`config.mk`:
```
export PLATFORM = sky130hd
export DESIGN_NAME = fir_mac
export DESIGN_NICKNAME = d
export VERILOG_FILES = /design/src/hdl/fir_pkg.sv /design/src/hdl/fir_mac.sv
export VERILOG_INCLUDE_DIRS = /design/src /design/src/hdl
export SDC_FILE = /design/constraint.sdc
export NUM_CORES = 1
export LEC_CHECK = 0
export BUFFER_PORTS_ARGS = -buffer_cell sky130_fd_sc_hd__clkbuf_2
export CAP_MARGIN = 25
export CORE_MARGIN = 5
export CORE_UTILIZATION = 60
export DETAILED_ROUTE_END_ITERATION = 10
export GPL_ROUTABILITY_DRIVEN = 0
export PLACE_DENSITY = 0.86
export RECOVER_POWER = 100
export SETUP_SLACK_MARGIN = 0.5
export SLEW_MARGIN = 0
export SYNTH_ARGS = -nofsm -noshare
export SYNTH_HDL_FRONTEND = slang
export SYNTH_SLANG_ARGS = --single-unit
```
`constraint.sdc`:
```
create_clock -name sys_clk -period 9.61 [get_ports sys_clk]
set_clock_uncertainty 0.05 [all_clocks]
set_input_delay 1.4415 -clock sys_clk [delete_from_list [all_inputs] [get_ports sys_clk]]
set_output_delay 1.4415 -clock sys_clk [all_outputs]
set_load 0.005 [all_outputs]
```
`src/hdl/fir_defines.svh`:
```
`ifndef FIR_DEFINES_SVH
`define FIR_DEFINES_SVH

// filter length and coefficient banks per axis
`define FIR_TAPS 8
`define FIR_BANKS 4

// sample and output width, signed
`define SAMPLE_W 16

// Q1.16 coefficients, 17'h10000 is 1.0
`define COEFF_W 17

// wide enough for FIR_TAPS full-scale products
`define ACC_W 40

// drops the Q1.16 fraction from the sum
`define OUT_SHIFT 16

`endif

```
`src/hdl/fir_pkg.sv`:
```
`default_nettype none

`include "fir_defines.svh"

package fir_pkg;

        typedef logic signed [`SAMPLE_W-1:0] sample_t;

        // unsigned Q1.16, range 0 to just under 2.0
        typedef logic [`COEFF_W-1:0] coeff_t;

        typedef coeff_t [`FIR_TAPS-1:0] coeff_set_t;    // index 0 is tap 0

        typedef struct packed {
                sample_t x;
                sample_t y;
                sample_t z;
        } xyz_t;

        typedef struct packed {
                logic [$clog2(`FIR_BANKS)-1:0] x;
                logic [$clog2(`FIR_BANKS)-1:0] y;
                logic [$clog2(`FIR_BANKS)-1:0] z;
        } bank_sel_t;

        typedef enum logic [1:0] {
                none = 2'd0,    // write ignored
                x = 2'd1,
                y = 2'd2,
                z = 2'd3
        } axis_t;

        typedef struct packed {
                logic en;
                axis_t axis;
                logic [$clog2(`FIR_BANKS)-1:0] bank;
                logic [$clog2(`FIR_TAPS)-1:0] index;
                coeff_t value;
        } coeff_wr_t;

        typedef enum logic [1:0] {
                idle,
                filter_setup,
                filter,
                hold
        } seq_state_t;

endpackage

`default_nettype wire

```
`src/hdl/fir_mac.sv`:
```
`timescale 1ns/1ps
`default_nettype none

`include "fir_defines.svh"

module fir_mac (
        input logic sys_clk,
        input logic rst_n,
        input logic start,
        input fir_pkg::sample_t sample,
        input fir_pkg::coeff_set_t coeffs,
        output logic busy,
        output fir_pkg::sample_t result
);

        localparam int STEP_W = $clog2(`FIR_TAPS) + 1;

        fir_pkg::sample_t [`FIR_TAPS-1:0] hist;         // hist[0] is newest
        fir_pkg::coeff_set_t coeff_q;
        logic [STEP_W-1:0] step;
        logic [STEP_W-2:0] tap;
        logic last;
        logic signed [`SAMPLE_W+`COEFF_W:0] product;
        logic signed [`ACC_W-1:0] acc;
        logic signed [`ACC_W-1:0] acc_shifted;

        assign tap = step[STEP_W-2:0];
        assign last = (step == STEP_W'(`FIR_TAPS));

        // coefficient zero-extended so 17'h10000 stays +1.0
        assign product = $signed(hist[tap]) * $signed({1'b0, coeff_q[tap]});
        assign acc_shifted = acc >>> `OUT_SHIFT;

        always_ff @(posedge sys_clk or negedge rst_n) begin
                if (!rst_n) begin
                        hist <= '0;
                        busy <= 1'b0;
                        step <= '0;
                        result <= '0;
                end else if (start) begin
                        hist <= {hist[`FIR_TAPS-2:0], sample};
                        busy <= 1'b1;
                        step <= '0;
                end else if (busy) begin
                        if (last) begin
                                result <= acc_shifted[`SAMPLE_W-1:0];
                                busy <= 1'b0;
                        end else begin
                                step <= step + 1'b1;
                        end
                end
        end

        // bank snapshot taken with the run start
        always_ff @(posedge sys_clk) begin
                if (start) begin
                        coeff_q <= coeffs;
                        acc <= '0;
                end else if (busy && !last) begin
                        acc <= acc + product;
                end
        end

endmodule

`default_nettype wire

```
## Word level (Yosys, flattened, before mapping)

Index checks and enable logic that the tools add are counted.

- Flip-flop bits (word level): 325
- Input bits: 155
- Output and inout bits: 17
- Logic and storage cells: 42

- $add $sub $neg: 2
- Multiply operators: 1
- Order comparisons: 1
- Equality and inequality tests: 2
- Mux-type cells: 10
- Bitwise operators: 1
- Reductions and logical operators: 5

Operators by type and width:

| operator | count |
|---|---|
| $bmux 17 s3 | 1 |
| $bmux 16 s3 | 1 |
| $add 40x34->40 | 1 |
| $mul 16x18->34 | 1 |
| $mux 17 | 1 |
| $mux 16 | 1 |
| $mux 4 | 3 |
| $add 4x1->4 const B | 1 |
| $eq 4x4->1 const B | 1 |
| $lt 3x4->1 const B | 1 |
| $mux 1 | 3 |
| $reduce_and 3->1 | 1 |
| $ne 2x2->1 const B | 1 |
| $reduce_and 2->1 | 1 |
| $reduce_bool 2->1 | 1 |
| $logic_and 1x1->1 | 1 |
| $logic_not 1->1 | 1 |
| $not 1->1 | 1 |

## Logic depth before layout (Yosys ltp)

- Depth after elaboration: 4
- Mapped depth: 28
- Gate-level depth less buffers: 25

## Least setup slack after synthesis

Ideal clock, no wire load.

- Kind: register to register
- Start: register step[0]
- End: register acc[26]
- Library setup time: 0.132 ns
- Arrival: 6.916 ns
- Data required time: 9.428 ns
- Path slack: 2.512 ns
- Cell stages (with the launch flop): 27
- Path buffers: 4
- Period minus slack after synthesis: 7.098 ns
- Path through: dfrtp_1 -> buf_2 -> buf_6 -> buf_6 -> buf_6 -> mux4_2 -> mux2i_1 -> nor2_1 -> fa_1 -> inv_1 -> fa_1 -> fa_1 -> fa_1 -> inv_1 -> fa_1 -> inv_1 -> fa_1 -> inv_1 -> ha_1 -> a21o_1 -> a21o_1 -> a21o_1 -> a211o_1 -> and3_2 -> or3_1 -> nand3_1 -> a21oi_1

- Cells in the longest elaborated chain, start to end: 4
- Elaborated cells between the ends (all ways): 9
- Those cells by class: add/sub (1); mul (1); eq/ne (1); mux (4); reduce/logical (2)

RTL lines:

| what | RTL line | source |
|---|---|---|
| from (decl) | fir_mac.sv:20 | `logic [STEP_W-1:0] step;` |
| from (signal assigned) | fir_mac.sv:49 | `step <= step + 1'b1;` |
| $bmux 16 s3 / $bmux 17 s3 (equally long branches) | fir_mac.sv:31 | `assign product = $signed(hist[tap]) * $signed({1'b0, coeff_q[tap]});` |
| $mux 16 (not written as such) / $mux 17 (equally long branches) | fir_mac.sv:31 |  |
| $mul 16x18->34 | fir_mac.sv:31 |  |
| $add 40x34->40 | fir_mac.sv:60 | `acc <= acc + product;` |
| to (signal assigned) | fir_mac.sv:60 |  |
| to (decl) | fir_mac.sv:24 | `` logic signed [`ACC_W-1:0] acc; `` |

Several ways; a longest one is shown, not always the timed one. The select of a mux whose other input is x is not followed.
A chain may end at the register's enable or synchronous reset.

## Worst setup path in the final report

Ends and elaborated chain as after synthesis.

==> reports/qor.yml <==
outcome:
  status: "finished, violations left"
  violations: "max-capacitance violations, max-slew violations"
route:
  ant_nets: 0
  drt-initial-drc-count: 1626
  drt_wl_total_microns: 55700
  drc_errors: 0
  via_per_inst: 5.91
  vias: 15000
  wl_per_cell_microns: 22.0
  drtPass1Iterations: 7
critical_path:
  path_cells: "buf_4 -> mux4_2 -> mux2i_1 -> nor2_1 -> fa_1 -> inv_1 -> fa_1 -> fa_1 -> inv_1 -> fa_1 -> fa_1 -> inv_1 -> fa_1 -> inv_1 -> ha_1 -> a21o_1 -> a21oi_1 -> o21bai_1 -> a211o_1 -> and3_1 -> or3_1 -> nand3_1 -> a21oi_1"
  cpLargestDelayFamily: "adder cells"
  cp_slowest_cell: "dfrtp_2"
  cp-end-kind: "register"
  critical_path_class: "reg -> reg"
  cp_num_buf_inv: 5
  r2r_slack_ns: 1.03
  cp.arrival_ns: 8.81
  worstPathMaxFanout: 36
  r2r_cells: 23
  cp_common_cell: "fa_1"
  r2r_start: "step[0]"
  cp-start-kind: "register"
  r2r-end: "acc[26]"
  crit_path_max_incr_delay_ns: 1.16
  critPathRequiredTime_ns: 9.84
clock_tree:
  hold_buffers: 0
  clock_path_buffers: 3
  clock_latency_ns: 0.54
  cts_max_level: 2
  cts_resized: 0
  post_cts_buffers: 0
  cts_num_sinks: 317
  numCtsBuffers: 34
  cts_tree: "done"
  root_buffer: "clkbuf_16"
  clkTransAtPathRegs_ns: 0.06
global_routing:
  grt_pass1_vias: 16600
  track_usage_pct: 27.7
  gr-total-overflow: 0
  grt_max_degree: 105
  antenna_found_initial: 0
  grt_first_pass_wirelength_microns: 89800
final_layout:
  areaGrowthSynthToFinish_pct: 10.9
  layoutNonFillerInstCount: 2539
  antennaDiodeCount: 0
  finalNetCount: 2547
  layout-drive-gt1-share_pct: 22.7
  layout_commonest_cell: "inv_1"
  final_cell_mix: "inv_1 (327), fa_1 (239), nor2_1 (172), mux2_2 (164), nand2_1 (159)"
synthesis:
  synthCells: 1866
  synth.avg_cell_area_sq_um: 12.1
  synth-async-reset-ratio_pct: 47.0
  synth_seq_cells: 317
  synth_area_sq_mm: 0.0225
  ys.warnings.count: 0
  synth_nets: 2373
  ys_seq_area_share_pct: 37.5
  synthFlopType: "dfrtp_1"
  synth_edf_count: 136
  ys_types: 54
job:
  timing.max_cap.violations: 6
floorplan:
  ios: 172
  core_sq_mm: 0.0373
  initial_core_util_pct: 60.3
  num_rows: 71
  die_height_microns: 204
  die_w_microns: 204
  dieArea_sq_mm: 0.0415
worst_hold_path:
  hold_class: "reg -> reg"
  min_path_cells: 2
  hold_path_end: "acc[5]"
  worstHoldStart: "acc[5]"
timing:
  setup_viol: 0
  timing.final.ws_setup_ns: 1.03
  worstMarginPinSlew_ns: 5.47
  hold_violations: 0
  timing.slew.headroom_pct: -265
  rsz0062_at_grt: "false"
  min_period_ns: 8.58
  period_share_pct: 89.2
  slew_viol_final: 457
  timing.fmax_ghz: 0.117
  finalSetupTns_ns: 0
placed_design:
  dp_cells: 2476
  io_buffers: 171
  pre_cts_slack_ns: 1.52
  dpl.hpwl_microns: 41000
==> worst max path at each step <==
stage / start / endpoint / slack, ns / depth (start not counted)
CTS: step[0] / acc[26] / 1.50 / 23
finish: step[0] / acc[26] / 1.03 / 23
floorplan: step[0] / acc[26] / 2.51 / 26
detailed placement: step[0] / acc[26] / 1.52 / 23
global route: step[0] / acc[30] / 0.59 / 23
global placement: step[0] / acc[26] / 1.76 / 23
==> worst min-delay path, cell delays in order, from the launching register on <==
cell     delay, ns
dfxtp_1       0.32
nand2_1       0.05
a21oi_1       0.05
==> layout make-up <==
| cell class | count | area [sq um] |
|---|---|---|
| tap | 474 | 593 |
| clock buffer | 49 | 990 |
| fill | 2571 | 12400 |
| sequential | 317 | 8460 |
| multi-input combinational | 1161 | 12500 |
| inverter | 327 | 1230 |
| timing repair buffer | 199 | 1020 |
| clock inverter | 12 | 140 |
==> kinds of logic (layout without fill, tap and decap cells) <==
kind of cell / after synthesis / count (layout) / share of synthesized area [%]
AOI/OAI and AO/OA: 120 / 120 / 3.29
xor gates and xnor gates: 28 / 28 / 1.09
adders and majority gates: 352 / 352 / 27.5
buffers and inverters: 388 / 587 / 6.75
DFF: 317 / 317 / 37.5
muxes: 265 / 265 / 16.5
and+or+nand+nor: 396 / 396 / 7.31
==> registers in the layout, indices dropped and copies added, names as in the netlist <==
register / count
coeff_q: 136
step: 4
hist: 128
result: 16
busy: 1
acc: 32
==> cell usage after synthesis (6+ instances only) <==
cell type,n,share of area [%]
mux4_2,66,6.6
clkbuf_1,29,0.48
nand3_1,6,0.13
xor2_1,9,0.35
mux2_2,168,8.4
a21o_1,7,0.23
buf_1,7,0.12
inv_1,327,5.5
and2_1,6,0.17
buf_2,17,0.38
fa_1,239,21
nor3_1,6,0.13
o21bai_1,9,0.30
a211oi_1,7,0.23
mux2i_2,6,0.37
nor2_1,172,2.9
ha_1,113,6.3
nand2b_1,17,0.47
a21oi_1,49,1.1
and3_1,6,0.17
o21ai_0,18,0.40
xnor2_1,19,0.74
or2_2,9,0.25
dfrtp_1,149,17
dfxtp_1,32,2.8
nand2_1,159,2.7
mux2i_1,25,1.1
edfxtp_1,136,18
==> per-stage QoR <==
| stage | hold slack, ns | area (sq um) | utilization, % |
|---|---|---|---|
| final | 0.424 | 25000 | 66.9 |
| after global routing | 0.453 | 25000 | 66.9 |
| after CTS | 0.423 | 25000 | 67.1 |
| after detailed placement | 0.409 | 23900 | 64.0 |
| after global placement | 0.394 | 23900 | 64.0 |
| after floorplan | 0.382 | 22500 | - |
==> per-layer routing <==
layer,vias to the layer above,wire [microns],global-route usage [%]
met5,-,0,0
met4,0,2870,11.9
met3,234,5430,7.35
met2,861,27100,45.6
met1,7458,20300,34.9
li1,6465,-,-
Power is left out: the tool's default activity adds up to more than one toggle a clock period on the data nets, which glitch-free logic cannot reach.
