===== config.mk =====
export PLATFORM = sky130hd
export DESIGN_NAME = sample_sequencer
export DESIGN_NICKNAME = d
export VERILOG_FILES = /design/src/hdl/fir_pkg.sv /design/src/hdl/sample_sequencer.sv
export VERILOG_INCLUDE_DIRS = /design/src /design/src/hdl
export SDC_FILE = /design/constraint.sdc
export NUM_CORES = 1
export LEC_CHECK = 0
export ABC_AREA = 1
export BUFFER_PORTS_ARGS = -buffer_cell sky130_fd_sc_hd__buf_4
export CAP_MARGIN = 20
export CORE_ASPECT_RATIO = 1.5
export CORE_MARGIN = 2
export CORE_UTILIZATION = 44
export DETAILED_ROUTE_END_ITERATION = 16
export GPL_ROUTABILITY_DRIVEN = 0
export PLACE_DENSITY_LB_ADDON = 0.1
export SLEW_MARGIN = 20
export SYNTH_ARGS = -nofsm -noshare
export SYNTH_HDL_FRONTEND = slang
export SYNTH_SLANG_ARGS = --single-unit

===== constraint.sdc =====
create_clock -name sys_clk -period 3.29 [get_ports sys_clk]
set_input_delay 0.987 -clock sys_clk [delete_from_list [all_inputs] [get_ports sys_clk]]
set_output_delay 0.987 -clock sys_clk [all_outputs]
set_load 0.05 [all_outputs]

===== src/hdl/fir_defines.svh =====
`ifndef FIR_DEFINES_SVH
`define FIR_DEFINES_SVH

// filter length and coefficient banks per axis
`define FIR_TAPS 8
`define FIR_BANKS 4

// sample and output width, signed
`define SAMPLE_W 16

// Q1.16 coefficients, 17'h10000 is 1.0
`define COEFF_W 17

// wide enough for FIR_TAPS full-scale products
`define ACC_W 40

// drops the Q1.16 fraction from the sum
`define OUT_SHIFT 16

`endif


===== src/hdl/fir_pkg.sv =====
`default_nettype none

`include "fir_defines.svh"

package fir_pkg;

        typedef logic signed [`SAMPLE_W-1:0] sample_t;

        // unsigned Q1.16, range 0 to just under 2.0
        typedef logic [`COEFF_W-1:0] coeff_t;

        typedef coeff_t [`FIR_TAPS-1:0] coeff_set_t;    // index 0 is tap 0

        typedef struct packed {
                sample_t x;
                sample_t y;
                sample_t z;
        } xyz_t;

        typedef struct packed {
                logic [$clog2(`FIR_BANKS)-1:0] x;
                logic [$clog2(`FIR_BANKS)-1:0] y;
                logic [$clog2(`FIR_BANKS)-1:0] z;
        } bank_sel_t;

        typedef enum logic [1:0] {
                none = 2'd0,    // write ignored
                x = 2'd1,
                y = 2'd2,
                z = 2'd3
        } axis_t;

        typedef struct packed {
                logic en;
                axis_t axis;
                logic [$clog2(`FIR_BANKS)-1:0] bank;
                logic [$clog2(`FIR_TAPS)-1:0] index;
                coeff_t value;
        } coeff_wr_t;

        typedef enum logic [1:0] {
                idle,
                filter_setup,
                filter,
                hold
        } seq_state_t;

endpackage

`default_nettype wire


===== src/hdl/sample_sequencer.sv =====
`timescale 1ns/1ps
`default_nettype none

module sample_sequencer (
        input logic sys_clk,
        input logic rst_n,
        input logic sample_valid,
        input fir_pkg::xyz_t sample_in,
        input logic [2:0] fir_busy,
        output logic fir_start,
        output fir_pkg::xyz_t fir_sample,
        output logic available,
        output logic data_interrupt
);

        fir_pkg::seq_state_t state;
        logic accept;

        // available is only high in idle and hold
        assign accept = sample_valid && available;
        assign fir_start = (state == fir_pkg::filter_setup);

        always_ff @(posedge sys_clk or negedge rst_n) begin
                if (!rst_n) begin
                        state <= fir_pkg::idle;
                        available <= 1'b1;
                        data_interrupt <= 1'b0;
                end else begin
                        data_interrupt <= (state == fir_pkg::hold);     // one cycle
                        case (state)
                                fir_pkg::idle, fir_pkg::hold: begin
                                        if (accept) begin
                                                state <= fir_pkg::filter_setup;
                                                available <= 1'b0;
                                        end else begin
                                                state <= fir_pkg::idle;
                                        end
                                end
                                fir_pkg::filter_setup: begin
                                        state <= fir_pkg::filter;
                                end
                                fir_pkg::filter: begin
                                        if (fir_busy == 3'b000) begin   // all axes done
                                                state <= fir_pkg::hold;
                                                available <= 1'b1;
                                        end
                                end
                                default: begin
                                        state <= fir_pkg::idle;
                                end
                        endcase
                end
        end

        always_ff @(posedge sys_clk) begin
                if (accept)
                        fir_sample <= sample_in;
        end

endmodule

`default_nettype wire


# After elaboration in Yosys (flattened, before gate mapping)
# Cells that the tools add are included.
totals:
  regBits: 52
  inputBits: 54
  word_cells: 23
op_classes:
  eq_ne: 5
  muxes: 6
  n_reduce_logical: 6
ops:
  columns: ["op", "n"]
  rows:
  - ["$pmux 2 s3", 1]
  - ["$eq 2x2->1 const B", 2]
  - ["$ne 2x2->1 const B", 2]
  - ["$logic_not 3->1", 1]
  - ["$mux 1", 3]
  - ["$reduce_and 3->1", 1]
  - ["$eq 2x1->1 const B", 1]
  - ["$logic_not 2->1", 1]
  - ["$mux 2", 1]
  - ["$pmux 1 s2", 1]
  - ["$reduce_bool 2->1", 1]
  - ["$reduce_or 2->1", 1]
  - ["$logic_and 1x1->1", 1]

# Logic depth before layout (Yosys ltp)
# Gate-level depths: netlist (run 1).
depth:
  ltp_word: 4
  ltp_mapped: 8
  depth_no_buf: 8

# Worst setup path after synthesis (run 1)
# No wires, ideal clock.
synth_timing:
  path_kind: "input-to-reg"
  start: "input port sample_valid"
  end: "register fir_sample[0] in the netlist's numbering, enable pin"
  setup_time_ps: 402
  t_arrival_ps: 1985
  path_slack_ps: 902
  stages: 2
  n_path_buf: 0
  path_cell_list: "nand2_1 inv_1"
synth_via:
  elab_chain_cells: 1
synth_lines:
  columns: ["item", "line", "text"]
  rows:
  - ["start, declared", "sample_sequencer.sv:7", "input logic sample_valid,"]
  - ["$logic_and 1x1->1", "sample_sequencer.sv:20", "assign accept = sample_valid && available;"]
  - ["named net accept", "sample_sequencer.sv:17", "logic accept;"]
  - ["end signal, assigned", "sample_sequencer.sv:57", "fir_sample <= sample_in;"]
  - ["end, declared", "sample_sequencer.sv:11", "output fir_pkg::xyz_t fir_sample,"]
# The timed path passes the listed nets, and every way through them passes these cells.
# A chain may end at the register's enable or synchronous reset.

# Worst setup path after layout (run 1)
layout_timing:
  start: "register state[1]"
  end: "output port fir_start"
layout_via:
  elab_chain_cells: 1
layout_lines:
  columns: ["item", "line", "text"]
  rows:
  - ["start, declared", "sample_sequencer.sv:16", "fir_pkg::seq_state_t state;"]
  - ["start signal, assigned", "sample_sequencer.sv:25", "state <= fir_pkg::idle;"]
  - ["start signal, assigned", "sample_sequencer.sv:33", "state <= fir_pkg::filter_setup;"]
  - ["start signal, assigned", "sample_sequencer.sv:36", "state <= fir_pkg::idle;"]
  - ["$eq 2x1->1", "sample_sequencer.sv:21", "assign fir_start = (state == fir_pkg::filter_setup);"]
  - ["end, declared", "sample_sequencer.sv:10", "output logic fir_start,"]
# No other way between the ends.

==> results.toml, run 1 <==
[flow_run]
cap_violations = 0

[critical_path]
slowest_stage = "dfrtp_1"
r2r_cells = 2
worst_ep_arrival_time_ns = 1.12
path_cells = "inv_1, ha_1, buf_4"
required_ns = 2.30
timing.rr.start = "available"
start_kind = "flop"
endpoint_kind = "primary output"
crit_fanout = 3
r2r_setup_slack_ns = 1.58
cp_top_family = "flip-flops"
cp_slowest_stage_delay_ns = 0.41
critical_path_class = "reg2out"
cp_num_buf_inv = 2
r2r_end = "fir_sample[28]"

[finish]
final_common_cell = "buf_4"
nFillCells = 257
antenna_cells = 0
fin_nets = 242
syn2layout_area_growth_pct = 55.87
final_cell_mix = "buf_4, edfxtp_1, nand2_1"
drive_gt1_frac = 0.6183

[sta]
setup_viol = 0
rsz0062_at_grt = "false"
worst-slew-pin-transition_ns = 0.9175
hold_violations = 0
max-slew-margin-rel = 0.3875
timing.hold.ws_ns = 0.4708
final.setup.tns_ns = 0
final_max_slew_viol_count = 0
finalClockSkew_ns = 0.007336
timing.fmax_mhz = 475.1
period_needed_ns = 2.105
fin_crit_sh = 0.6398

[synth]
yosys.area.top_type = "edfxtp_1"
ys_types = 10
yosys.area.top_type_share = 0.8675
yosys_register_bits = 52
synthesis.nets = 131
yosys_warnings = 0
syn_inst = 74
synth.avg_cell_area_um2 = 22.45
yosysSeqAreaShare = 0.9285
synth_area_um2 = 1662
synth.area.top_cells = "edfxtp_1, dfrtp_1, ha_1, dfstp_2, nand2_1"

[clock_network]
cts_sinks = 52
clock-root-buffer = "clkbuf_8"
clk_pin_slew_worst_paths_ns = 0.09
clkLatencyLatePin_ns = 0.29
post_cts.resized_instances = 0
cts_buffers = 5
htree_num_levels = 2
cts_tree = "built"
cts_hold_buffers = 0
cts_setup_buffers = 0
clockBufferDepth = 2

[pwr]
power.density_nw_per_um2 = 713.9
p_leak_nw = 1.117
vdd_drop_max_v = 0.0008765

[floorplan]
die_x_um = 54.18
fp.coreArea_um2 = 3649
std_cell_rows = 27
dieArea_um2 = 4294
die_h_um = 79.27
ios = 105
initial_core_util = 0.4554

[routing]
drt-initial-drc-count = 17
ant_nets = 0
firstDrtPassIters = 3
drc = 0
routed_via_density = 4.450
drt_wl_total_um = 3449
post_drt_wl_per_cell_um = 15.06
vias = 1019

[placement]
io_buffers = 104
dpl.hpwl_um = 2660

[grt]
grt_max_degree = 49
grt_pass1_vias = 1021
grt_pass1_wl_um = 4774
grt_use_total = 0.1627
grt_remaining_overflow = 0
antenna_found_initial = 0

[run_status]
status = "complete, no violations"

[worst_hold_path]
hp-class = "in2async"
-- cell usage after synthesis --
library cell and number:
edfxtp_1 48, nand2_1 7, inv_1 5, dfrtp_1 3, ha_1 3, nand2_2 2, nand3_1 2, o21ai_0 2
dfstp_2 1, nor2_1 1
-- through the flow --
step	setup slack [ns]	cell area, µm²	cells	utilization	power [mW]
after floorplan	0.9024	1662	74	-	1.302
after global placement	1.108	2496	221	0.6842	1.488
after detailed placement	1.030	2496	221	0.6842	1.514
after CTS	1.170	2590	229	0.7099	1.867
after global routing	1.137	2590	229	0.7099	1.931
final	1.185	2590	229	0.7099	1.849
-- cell families after synthesis --
logic type	after synthesis	share of synthesized area
adders and majority gates	3	0.02259
AOI/OAI and AO/OA	2	0.006024
DFF	52	0.9285
buffers and inverters	5	0.01130
and+or+nand+nor	12	0.03163
-- final cells by class --
class / count / area, µm² / share of cell area
Tap cell: 43 / 53.80 / 0.02077
Timing Repair Buffer: 104 / 780.7 / 0.3014
Multi-Input combinational cell: 17 / 100.1 / 0.03865
Sequential cell: 52 / 1543 / 0.5957
Clock buffer: 7 / 86.33 / 0.03333
Inverter: 5 / 18.77 / 0.007246
Clock inverter: 1 / 7.507 / 0.002899
-- routing by layer --
layer / share of wire / global-route usage
met1: 0.31 / 0.1552
met2: 0.57 / 0.2892
met3: 0.095 / 0.05639
met4: 0.027 / 0.08250
met5: 0 / 0
-- registers in the layout (all words and copies together) (netlist names) --
register / flops
available: 1
fir_sample: 48
data_interrupt: 1
state: 2
-- power by group --
| group | internal (mW) | switching [mW] |
|---|---|---|
| registers | 0.850 | 0.0358 |
| clock network | 0.171 | 0.186 |
| logic | 0.173 | 0.433 |
-- how the worst max path moves through the flow --
| stage | from | end | slack (ns) | cells past startpoint |
|---|---|---|---|---|
| finish | state[1] | fir_start | 1.19 | 3 |
| CTS | state[1] | fir_start | 1.17 | 3 |
| detailed placement | sample_valid | fir_sample[33] | 1.03 | 3 |
| global placement | sample_valid | fir_sample[47] | 1.11 | 3 |
| global route | state[1] | fir_start | 1.14 | 3 |
| floorplan | sample_valid | fir_sample[0] | 0.90 | 2 |
(Power assumes the default switching activity.)
==> run 2: changes to the inputs <==
Settings changed: CORE_UTILIZATION 44 to 41.
Clock period 3.29 ns to 2.2 ns, I/O delays scaled along.
==> results.toml, run 2 (same netlist as run 1, synthesis figures left out) <==
[pwr]
vdd_drop_max_v = 0.0007665
p_leak_nw = 1.133
power.density_nw_per_um2 = 1049

[routing]
route.met3.wl_um = 342
wl_met2_um = 1906
drt_wl_total_um = 3441
routed_via_density = 4.359
ant_nets = 0
drc = 0
top_layer_used = "met4"
post_drt_wl_per_cell_um = 14.71
drt-initial-drc-count = 15
firstDrtPassIters = 4
vias = 1020
wl_met1_um = 1136

[grt]
grt_remaining_overflow = 0
grt_use_total = 0.1499
grt_pass1_vias = 1018
grt_pass1_wl_um = 4926
antenna_found_initial = 0
grt_max_degree = 23

[critical_path]
cp_slowest_stage_delay_ns = 0.41
worst_ep_arrival_time_ns = 1.12
slowest_stage = "dfrtp_1"
cp-startpoint = "state[1]"
r2r_end = "fir_sample[6]"
endpoint_kind = "primary output"
r2r_setup_slack_ns = 0.67
critical_path_class = "reg2out"
crit_fanout = 3
path_cells = "inv_1, ha_1, buf_4"
r2r_cells = 3
start_kind = "flop"
timing.rr.start = "available"
required_ns = 1.54

[finish]
fin_area_um2 = 2615
final_cell_mix = "buf_4, edfxtp_1, nand2_1"
utilization = 0.6665
antenna_cells = 0
largest_reg_flops = 48
final_common_cell = "buf_4"
ff_latch_area_um2 = 1543
regMostFlops = "fir_sample"
syn2layout_area_growth_pct = 57.38
multi_input_area_um2 = 100.1
largest_registers = "fir_sample: 48 flops, state: 2 flops"
nFillCells = 311
fin_nets = 245
drive_gt1_frac = 0.6190

[floorplan]
die_h_um = 81.97
die_x_um = 55.98
ios = 105
dieArea_um2 = 4588
initial_core_util = 0.4235
fp.coreArea_um2 = 3924
std_cell_rows = 28

[sta]
timing.fmax_mhz = 562.9
rsz0062_at_grt = "false"
timing.hold.ws_ns = 0.1409
fin_crit_sh = 0.8075
final.setup.tns_ns = 0
final_max_slew_viol_count = 0
period_needed_ns = 1.776
setup_viol = 0
worst-slew-pin-transition_ns = 0.4641
max-slew-margin-rel = 0.6901
finalClockSkew_ns = 0.005868
hold_violations = 0
fin_ws_ns = 0.4235

[clock_network]
cts_setup_buffers = 0
clock-root-buffer = "clkbuf_8"
clkLatencyLatePin_ns = 0.30
htree_num_levels = 2
clk_pin_slew_worst_paths_ns = 0.08
post_cts.resized_instances = 0
cts_buffers = 5
cts_hold_buffers = 0
cts_sinks = 52
cts_tree = "built"
clockBufferDepth = 2

[placement]
io_buffers = 104
dpl.hpwl_um = 2802
post-place-ws_ns = 0.4373
placed_cell_area_um2 = 2534

[worst_hold_path]
hp-class = "in2async"

[flow_run]
cap_violations = 0

[run_status]
status = "complete, no violations"
==> run 2: power breakdown <==
group          switching [mW]  internal, mW  leakage, nW
combinational           0.647         0.283        0.600
clock                   0.270         0.223       0.0422
sequential             0.0524          1.27        0.491
total                   0.969          1.77         1.13
==> run 2: worst max-delay path by stage <==
stage	to	slack, ns
floorplan	fir_sample[0]	0.07
global placement	fir_sample[1]	0.49
detailed placement	fir_sample[1]	0.44
CTS	fir_start	0.41
global route	fir_start	0.37
finish	fir_start	0.42
==> run 2: area by class of cell <==
type                            instances  area share
Sequential cell                        52      0.5900
Inverter                                5    0.007177
Clock buffer                            7     0.02919
Tap cell                               45     0.02153
Timing Repair Buffer                  107      0.3120
Multi-Input combinational cell         17     0.03828
Clock inverter                          1    0.001914
==> run 2: per-stage QoR <==
step | total power [mW] | instances
floorplan | 1.947 | 74
detailed placement | 2.287 | 226
finish | 2.743 | 234
CTS | 2.777 | 234
global placement | 2.257 | 226
global route | 2.866 | 234
==> run 2: critical path: cells and delay by family (launching register included) <==
family                   cells  cell delay, ns
flip-flops                   1            0.41
buffers and inverters        2            0.27
adder cells (fa/ha/maj)      1            0.14
==> run 2: metal layers <==
metal	up-vias	GRT usage
met4	0	0.05714
met3	5	0.07087
met5	-	0
met1	460	0.1436
li1	498	-
met2	57	0.2765
